--- config.mk ---
export PLATFORM = sky130hd
export DESIGN_NAME = dmaTop
export DESIGN_NICKNAME = d
export VERILOG_FILES = /design/src/hdl/dmaPkg.sv /design/src/hdl/cpuBusSm.sv /design/src/hdl/cpuBusSync.sv /design/src/hdl/dmaFifo.sv /design/src/hdl/dmaRegs.sv /design/src/hdl/dmaTop.sv
export SDC_FILE = /design/constraint.sdc
export NUM_CORES = 1
export LEC_CHECK = 0
export ABC_AREA = 1
export BUFFER_PORTS_ARGS = -buffer_cell sky130_fd_sc_hd__buf_2
export CAP_MARGIN = 30
export CORE_MARGIN = 5
export CORE_UTILIZATION = 30
export CTS_CLUSTER_DIAMETER = 100
export DETAILED_ROUTE_END_ITERATION = 10
export PLACE_DENSITY = 0.47
export SLEW_MARGIN = 5
export SYNTH_ARGS = -nofsm -noshare
export SYNTH_HDL_FRONTEND = slang
export SYNTH_SLANG_ARGS = --single-unit
--- constraint.sdc ---
create_clock -name CLK135 -period 5.7 [get_ports CLK135]
set_input_delay 1.14 -clock CLK135 [delete_from_list [all_inputs] [get_ports CLK135]]
set_output_delay 1.14 -clock CLK135 [all_outputs]
set_load 0.02 [all_outputs]
--- src/hdl/dmaPkg.sv ---
// DMA shared definitions
package dmaPkg;

    localparam int WordWidth  = 32;
    localparam int AddrWidth  = 32;
    localparam int CountWidth = 16;
    localparam int FifoDepth  = 8;
    localparam int BurstWords = 4;  // words per bus tenure

    localparam int PtrWidth      = $clog2(FifoDepth);
    localparam int LevelWidth    = $clog2(FifoDepth + 1);
    localparam int BurstCntWidth = $clog2(BurstWords);

    typedef struct packed {
        logic                 dir;     // 1 = memory to peripheral
        logic                 active;  // enabled and count not zero
        logic                 flush;   // drain below burst size
        logic [AddrWidth-1:0] addr;    // current bus address
    } dmaCfg_t;

    typedef struct packed {
        logic breq;
        logic bgack;
        logic pas;
        logic pds;
        logic rw;   // 1 = read
    } busCtl_t;

    typedef struct packed {
        logic grant;
        logic cycleDone;
    } busIn_t;

    typedef enum logic [2:0] {
        Idle,
        Request,
        Own,
        Addr,
        Data,
        Release
    } smState_t;

endpackage

--- src/hdl/cpuBusSm.sv ---
// Bus master state machine
`timescale 1ns/100ps

module cpuBusSm (
    input  logic                            CLK135,
    input  logic                            CCRESET_,
    input  dmaPkg::dmaCfg_t                 cfg,
    input  dmaPkg::busIn_t                  busIn,
    input  logic [dmaPkg::LevelWidth-1:0]   fifoLevel,
    input  logic                            fifoEmpty,
    output dmaPkg::busCtl_t                 busNext,
    output logic                            wordDone,
    output logic                            fifoPush,
    output logic                            fifoPop
);
    import dmaPkg::*;

    smState_t                 state;
    smState_t                 stateNext;
    logic [BurstCntWidth-1:0] burstCnt;
    logic                     startWrite;
    logic                     startRead;
    logic                     lastWord;

    // peripheral to memory: a full burst, or anything left when flushing
    assign startWrite = !cfg.dir
        && (fifoLevel >= LevelWidth'(BurstWords) || (cfg.flush && !fifoEmpty));

    // memory to peripheral: room for a full burst
    assign startRead = cfg.dir && fifoLevel <= LevelWidth'(FifoDepth - BurstWords);

    // tenure ends on burst size, or FIFO drained / filled by this word
    assign lastWord = burstCnt == BurstCntWidth'(BurstWords - 1)
        || (cfg.dir ? fifoLevel >= LevelWidth'(FifoDepth - 1)
                    : fifoLevel <= LevelWidth'(1));

    always_comb begin
        stateNext = state;
        busNext   = '0;
        wordDone  = 1'b0;
        fifoPush  = 1'b0;
        fifoPop   = 1'b0;
        case (state)
            Idle: begin
                if (cfg.active && (startWrite || startRead)) begin
                    stateNext = Request;
                end
            end
            Request: begin
                busNext.breq = 1'b1;
                if (busIn.grant) begin
                    stateNext = Own;
                end
            end
            Own: begin
                busNext.bgack = 1'b1;  // breq drops here
                stateNext     = Addr;
            end
            Addr: begin
                busNext.bgack = 1'b1;
                if (cfg.active) begin
                    busNext.pas = 1'b1;
                    busNext.rw  = cfg.dir;
                    stateNext   = Data;
                end else begin
                    stateNext = Release;  // count ran out
                end
            end
            Data: begin
                busNext.bgack = 1'b1;
                busNext.pas   = 1'b1;
                busNext.rw    = cfg.dir;
                busNext.pds   = 1'b1;
                if (busIn.cycleDone) begin
                    wordDone    = 1'b1;
                    fifoPush    = cfg.dir;
                    fifoPop     = !cfg.dir;
                    busNext.pds = 1'b0;
                    busNext.pas = !lastWord;
                    busNext.rw  = cfg.dir && !lastWord;
                    stateNext   = lastWord ? Release : Addr;
                end
            end
            Release: begin
                stateNext = Idle;  // bgack low for one cycle
            end
            default: begin
                stateNext = Idle;
            end
        endcase
    end

    always_ff @(posedge CLK135 or negedge CCRESET_) begin
        if (!CCRESET_) begin
            state <= Idle;
        end else begin
            state <= stateNext;
        end
    end

    // words moved in the current tenure
    always_ff @(posedge CLK135 or negedge CCRESET_) begin
        if (!CCRESET_) begin
            burstCnt <= '0;
        end else if (state == Own) begin
            burstCnt <= '0;
        end else if (state == Data && busIn.cycleDone) begin
            burstCnt <= burstCnt + BurstCntWidth'(1);
        end
    end

endmodule

--- src/hdl/cpuBusSync.sv ---
// Bus input synchronizer and output registers
`timescale 1ns/100ps

module cpuBusSync (
    input  logic            CLK135,
    input  logic            CCRESET_,
    input  logic            bgrant_,
    input  logic            dsack_,
    input  logic            sterm_,
    input  dmaPkg::busCtl_t busNext,
    output dmaPkg::busIn_t  busIn,
    output dmaPkg::busCtl_t bus
);

    logic [2:0] inMeta;   // {bgrant_, dsack_, sterm_}
    logic [2:0] inSync;
    logic       ackLevel;
    logic       ackSeen;

    // two flops per async input, idle high
    always_ff @(posedge CLK135 or negedge CCRESET_) begin
        if (!CCRESET_) begin
            inMeta <= 3'b111;
            inSync <= 3'b111;
        end else begin
            inMeta <= {bgrant_, dsack_, sterm_};
            inSync <= inMeta;
        end
    end

    assign ackLevel = !inSync[1] || !inSync[0];  // dsack or sterm

    // one done per acknowledge; wait for the slave to release before the next
    always_ff @(posedge CLK135 or negedge CCRESET_) begin
        if (!CCRESET_) begin
            ackSeen <= 1'b0;
        end else if (busIn.cycleDone) begin
            ackSeen <= 1'b1;
        end else if (!ackLevel) begin
            ackSeen <= 1'b0;
        end
    end

    assign busIn.grant     = !inSync[2];
    assign busIn.cycleDone = bus.pas && ackLevel && !ackSeen;  // only with strobe out

    // control outputs, inactive out of reset
    always_ff @(posedge CLK135 or negedge CCRESET_) begin
        if (!CCRESET_) begin
            bus <= '0;
        end else begin
            bus <= busNext;
        end
    end

endmodule

--- src/hdl/dmaFifo.sv ---
// DMA word FIFO
`timescale 1ns/100ps

module dmaFifo (
    input  logic                            CLK135,
    input  logic                            CCRESET_,
    input  logic                            pushEn,
    input  logic                            popEn,
    input  logic [dmaPkg::WordWidth-1:0]    wData,
    output logic [dmaPkg::WordWidth-1:0]    rData,
    output logic [dmaPkg::LevelWidth-1:0]   level,
    output logic                            empty,
    output logic                            full
);
    import dmaPkg::*;

    logic [WordWidth-1:0] mem [FifoDepth];
    logic [PtrWidth-1:0]  wrPtr;
    logic [PtrWidth-1:0]  rdPtr;
    logic                 doPush;
    logic                 doPop;

    assign doPush = pushEn && !full;   // overflow dropped
    assign doPop  = popEn && !empty;   // underflow dropped

    always_ff @(posedge CLK135 or negedge CCRESET_) begin
        if (!CCRESET_) begin
            wrPtr <= '0;
            rdPtr <= '0;
            level <= '0;
        end else begin
            if (doPush) begin
                wrPtr <= wrPtr + PtrWidth'(1);  // wraps at depth
            end
            if (doPop) begin
                rdPtr <= rdPtr + PtrWidth'(1);
            end
            if (doPush && !doPop) begin
                level <= level + LevelWidth'(1);
            end else if (doPop && !doPush) begin
                level <= level - LevelWidth'(1);
            end
        end
    end

    always_ff @(posedge CLK135) begin
        if (doPush) begin
            mem[wrPtr] <= wData;
        end
    end

    assign rData = mem[rdPtr];  // head, same cycle
    assign empty = level == '0;
    assign full  = level == LevelWidth'(FifoDepth);

endmodule

--- src/hdl/dmaRegs.sv ---
// DMA register block
`timescale 1ns/100ps

module dmaRegs (
    input  logic                           CLK135,
    input  logic                           CCRESET_,
    input  logic                           regWr,
    input  logic [1:0]                     regAddr,
    input  logic [dmaPkg::WordWidth-1:0]   regWData,
    output logic [dmaPkg::WordWidth-1:0]   regRData,
    input  logic                           wordDone,
    output dmaPkg::dmaCfg_t                cfg,
    output logic                           dmaDone
);
    import dmaPkg::*;

    logic                  dir;
    logic                  enable;
    logic                  flush;
    logic [AddrWidth-1:0]  addr;
    logic [CountWidth-1:0] count;

    always_ff @(posedge CLK135 or negedge CCRESET_) begin
        if (!CCRESET_) begin
            dir     <= 1'b0;
            enable  <= 1'b0;
            flush   <= 1'b0;
            addr    <= '0;
            count   <= '0;
            dmaDone <= 1'b0;
        end else begin
            if (regWr && regAddr == 2'd0) begin
                {flush, enable, dir} <= regWData[2:0];
                dmaDone              <= 1'b0;  // control write acks the interrupt
            end else if (wordDone && count == CountWidth'(1)) begin
                dmaDone <= 1'b1;
            end
            if (regWr && regAddr == 2'd1) begin
                addr <= regWData[AddrWidth-1:0];
            end else if (wordDone) begin
                addr <= addr + AddrWidth'(4);  // long-word step
            end
            if (regWr && regAddr == 2'd2) begin
                count <= regWData[CountWidth-1:0];
            end else if (wordDone && count != '0) begin
                count <= count - CountWidth'(1);
            end
        end
    end

    always_comb begin
        case (regAddr)
            2'd0:    regRData = {{(WordWidth-4){1'b0}}, dmaDone, flush, enable, dir};
            2'd1:    regRData = addr;
            2'd2:    regRData = {{(WordWidth-CountWidth){1'b0}}, count};
            default: regRData = '0;
        endcase
    end

    assign cfg.dir    = dir;
    assign cfg.active = enable && (count != '0);
    assign cfg.flush  = flush;
    assign cfg.addr   = addr;

endmodule

--- src/hdl/dmaTop.sv ---
// DMA bus master top level
`timescale 1ns/100ps

module dmaTop (
    input  logic                           CLK135,
    input  logic                           CCRESET_,
    input  logic                           regWr,
    input  logic [1:0]                     regAddr,
    input  logic [dmaPkg::WordWidth-1:0]   regWData,
    output logic [dmaPkg::WordWidth-1:0]   regRData,
    input  logic                           periphPush,
    input  logic [dmaPkg::WordWidth-1:0]   periphWData,
    input  logic                           periphPop,
    output logic [dmaPkg::WordWidth-1:0]   periphRData,
    input  logic                           bgrant_,
    input  logic                           dsack_,
    input  logic                           sterm_,
    input  logic [dmaPkg::WordWidth-1:0]   busDataIn,
    output dmaPkg::busCtl_t                bus,
    output logic [dmaPkg::AddrWidth-1:0]   busAddr,
    output logic [dmaPkg::WordWidth-1:0]   busDataOut,
    output logic                           dmaDone
);
    import dmaPkg::*;

    dmaCfg_t               cfg;
    busCtl_t               busNext;
    busIn_t                busIn;
    logic                  wordDone;
    logic                  smPush;
    logic                  smPop;
    logic                  fifoPushEn;
    logic                  fifoPopEn;
    logic [WordWidth-1:0]  fifoWData;
    logic [WordWidth-1:0]  fifoRData;
    logic [LevelWidth-1:0] fifoLevel;
    logic                  fifoEmpty;
    logic                  fifoFull;

    dmaRegs dmaRegs_i (
        .CLK135   (CLK135),
        .CCRESET_ (CCRESET_),
        .regWr    (regWr),
        .regAddr  (regAddr),
        .regWData (regWData),
        .regRData (regRData),
        .wordDone (wordDone),
        .cfg      (cfg),
        .dmaDone  (dmaDone)
    );

    cpuBusSync cpuBusSync_i (
        .CLK135   (CLK135),
        .CCRESET_ (CCRESET_),
        .bgrant_  (bgrant_),
        .dsack_   (dsack_),
        .sterm_   (sterm_),
        .busNext  (busNext),
        .busIn    (busIn),
        .bus      (bus)
    );

    cpuBusSm cpuBusSm_i (
        .CLK135    (CLK135),
        .CCRESET_  (CCRESET_),
        .cfg       (cfg),
        .busIn     (busIn),
        .fifoLevel (fifoLevel),
        .fifoEmpty (fifoEmpty),
        .busNext   (busNext),
        .wordDone  (wordDone),
        .fifoPush  (smPush),
        .fifoPop   (smPop)
    );

    // write side fed by peripheral (dir 0) or bus (dir 1)
    assign fifoPushEn = cfg.dir ? smPush : periphPush && !fifoFull;
    assign fifoWData  = cfg.dir ? busDataIn : periphWData;
    assign fifoPopEn  = cfg.dir ? periphPop : smPop;

    dmaFifo dmaFifo_i (
        .CLK135   (CLK135),
        .CCRESET_ (CCRESET_),
        .pushEn   (fifoPushEn),
        .popEn    (fifoPopEn),
        .wData    (fifoWData),
        .rData    (fifoRData),
        .level    (fifoLevel),
        .empty    (fifoEmpty),
        .full     (fifoFull)
    );

    assign periphRData = fifoRData;
    assign busDataOut  = fifoRData;  // head word during write cycles
    assign busAddr     = cfg.addr;

endmodule

==> metrics.yaml <==
sta:
  fin_crit_sh_pct: 67.89
  rsz0062_at_grt: "no"
  clock_skew_ns: 0.01314
  hold_viol_final: 0
  fmax_mhz: 258.4
  finalSetupViolCount: 0
  fin_crit_ns: 3.870
  tightest_slew_ns: 0.9217
  setup_tns_ns: 0
  slew_violations: 0
  relSlewSlack_pct: 38.46
place:
  port-buffer-count: 239
  dpl.hpwl_mm: 29.34
  place_congestion: 0.8487
  placement.cell_area_um2: 17330
power_and_ir_drop:
  power.total_w: 0.009626
  peakVddDrop_uv: 201.7
  p_per_area_nw_per_um2: 517.4
  power_leakage_nw: 7.625
routing:
  dr.first_iter.drc_count: 649
  ant_nets: 0
  drcViolationCount: 0
  vias: 11870
  vias_per_cell: 4.755
  routed_wl_mm: 45.27
  wire_per_inst_um: 18.13
  drt_pass1_iterations: 5
clock_network:
  clock_latency_ns: 0.56
  path_clk_slew_ns: 0.06
  cts_tree: "yes"
  cts_made_buffers: 39
  postCtsHoldBufs: 0
  cts-root-buf: "clkbuf_16"
  cts.sinks: 335
  htree_levels: 2
  clockBufferDepth: 3
  post-cts-setup-buffers: 0
  cts_resized: 0
run:
  maxCapViolations: 0
worst_setup_path:
  cp-start-kind: "register"
  worst_setup_path_end_kind: "output port"
  cp.required_ns: 4.56
  cp_max_fo: 60
  r2r_start: "dmaRegs_i.dir"
  rr_worst_depth: 6
  crit_type: "reg2out"
  critical_path.endpoint: "busDataOut[17]"
  timing.rr.end: "dmaFifo_i.mem[7][11]"
  worstSetupStartpoint: "dmaFifo_i.rdPtr[0]"
  rrSetupSlack_ns: 2.61
  crit_arrival_ns: 2.73
logic_synthesis:
  syn_area_um2: 15570
  synth_ff_type: "edfxtp_1"
  ys_ff_latch: 335
  seq_area_frac_synth_pct: 62.11
  async_reset_ff_share_pct: 23.58
  syn_nets: 1706
  synth-edff-count: 256
  synth_top_area_share_pct: 49.37
  synthTopCellsByArea: "edfxtp_1 49%, dfrtp_1 12%, nand2_1 9.7%, nor2_1 7.4%, o32ai_1 3.6%"
  yosysWarnings: 0
  yosysUniqueCellTypes: 41
  syn_avg_cell_area_um2: 9.800
  synth_top_cell_by_area: "edfxtp_1"
  syn_inst: 1589
finish:
  final_layout_size_suffix_gt1_share_pct: 19.81
  n_antenna_cell: 0
  nFillCells: 5190
  fin_nets: 1906
  utilization_pct: 36.19
  area_growth_pct: 19.48
  final_area_um2: 18610
floorplan:
  fp.coreArea_um2: 51410
  initial_core_util_pct: 30.29
  fp.dieW_um: 237.8
  rows: 83
  io_pins: 240
  die_area_um2: 56570
  fp.dieH_um: 237.8
global_routing:
  grt_max_degree: 95
  grt_pass1_vias: 11820
  grt_pass1_wl_mm: 69.75
  track_usage_pct: 15.66
  gr-total-overflow: 0
  antenna_found_initial: 2
outcome:
  status: "completed"
hold_path:
  min_path_type: "reg2reg"
-- through the flow --
stage / setup WS (ns) / hold slack (ns) / cells
floorplan: 2.253 / 0.3452 / 1589
global placement: 1.910 / 0.3462 / 2424
detailed placement: 1.901 / 0.3487 / 2426
CTS: 1.272 / 0.3541 / 2495
global route: 1.576 / 0.3572 / 2497
finish: 1.830 / 0.3523 / 2497
-- how the worst min path moves through the flow --
stage	to	from	cells past startpoint
final	cpuBusSync_i.inSync[1]	cpuBusSync_i.inMeta[1]	0
after global routing	cpuBusSync_i.inSync[1]	cpuBusSync_i.inMeta[1]	0
after CTS	cpuBusSync_i.inSync[1]	cpuBusSync_i.inMeta[1]	0
after detailed placement	cpuBusSync_i.inSync[1]	cpuBusSync_i.inMeta[1]	0
after global placement	cpuBusSync_i.inSync[0]	cpuBusSync_i.inMeta[0]	0
after floorplan	cpuBusSync_i.inSync[0]	cpuBusSync_i.inMeta[0]	0
-- cell families (layout without fill, tap and decap cells) --
group | after synthesis | after routing | synth area share, %
AOI/OAI and AO/OA | 220 | 220 | 9.288
and+or+nand+nor | 797 | 797 | 20.46
DFF | 335 | 335 | 62.11
xor gates and xnor gates | 23 | 23 | 1.294
buffers and inverters | 203 | 431 | 5.970
adders and majority gates | 11 | 11 | 0.8838
-- routing by layer --
metal	wire length (um)	up-vias	global-route usage, %
met5	31	-	0
met4	848	4	4.215
met3	2932	68	3.421
met2	21140	342	25.32
met1	20330	5703	21.47
li1	-	5757	-
-- power breakdown --
part           internal [W]  total, W  switching [W]
logic               0.00113   0.00372        0.00259
registers           0.00315   0.00349       0.000339
clock network       0.00140   0.00241        0.00101
total               0.00569   0.00963        0.00394
-- layout make-up --
class,instances,area [um^2],share of cell area [%]
timing repair buffer,261,1444,7.761
multi-input combinational,1051,5031,27.04
sequential,335,9681,52.03
clock buffer,55,1066,5.730
tap,680,850.8,4.573
inverter,101,380.4,2.044
clock inverter,14,152.6,0.8204
-- synth_stat cells, types with 11 or more instances --
library cell  number
buf_1             14
dfrtp_1           73
xor2_1            22
o21ai_1           12
edfxtp_1         256
ha_1              11
o32ai_1           64
nand3_1           53
buf_4             33
nand2_1          401
nor2_1           308
o21ai_0           97
clkbuf_1          30
inv_1             93
buf_2             23
a21oi_1           13
-- critical path: stages, from the launching register on --
cell and delay (ns):
dfrtp_4 0.64, clkinv_2 0.14, buf_16 0.25, buf_4 0.37, nor2_1 0.07, o32ai_1 0.23
nand2_1 0.08, nand2_1 0.15, buf_2 0.18
-- cells in the final DEF, fill, tap and decap left out, types with 9 or more instances in the layout --
master and instances:
nand2_1 401, nor2_1 300, edfxtp_1 256, buf_2 238, o21ai_0 97, inv_1 90
dfrtp_1 70, o32ai_1 64, nand3_1 53, clkbuf_16 39, xor2_1 22, buf_4 19
a21oi_1 13, clkbuf_1 13, o21ai_1 12, ha_1 11, inv_2 10, nor2_4 10
o22ai_1 9, o211ai_1 9, nand4_1 9
-- registers in the layout (all words and copies together) (netlist names), 2 cells and up --
signal	flops
cpuBusSm_i.burstCnt	2
cpuBusSm_i.state	3
cpuBusSync_i.bus	5
cpuBusSync_i.inMeta	3
cpuBusSync_i.inSync	3
dmaFifo_i.level	4
dmaFifo_i.mem	256
dmaFifo_i.rdPtr	3
dmaFifo_i.wrPtr	3
dmaRegs_i.addr	32
dmaRegs_i.count	16
Power figures use the tool's default switching activity.
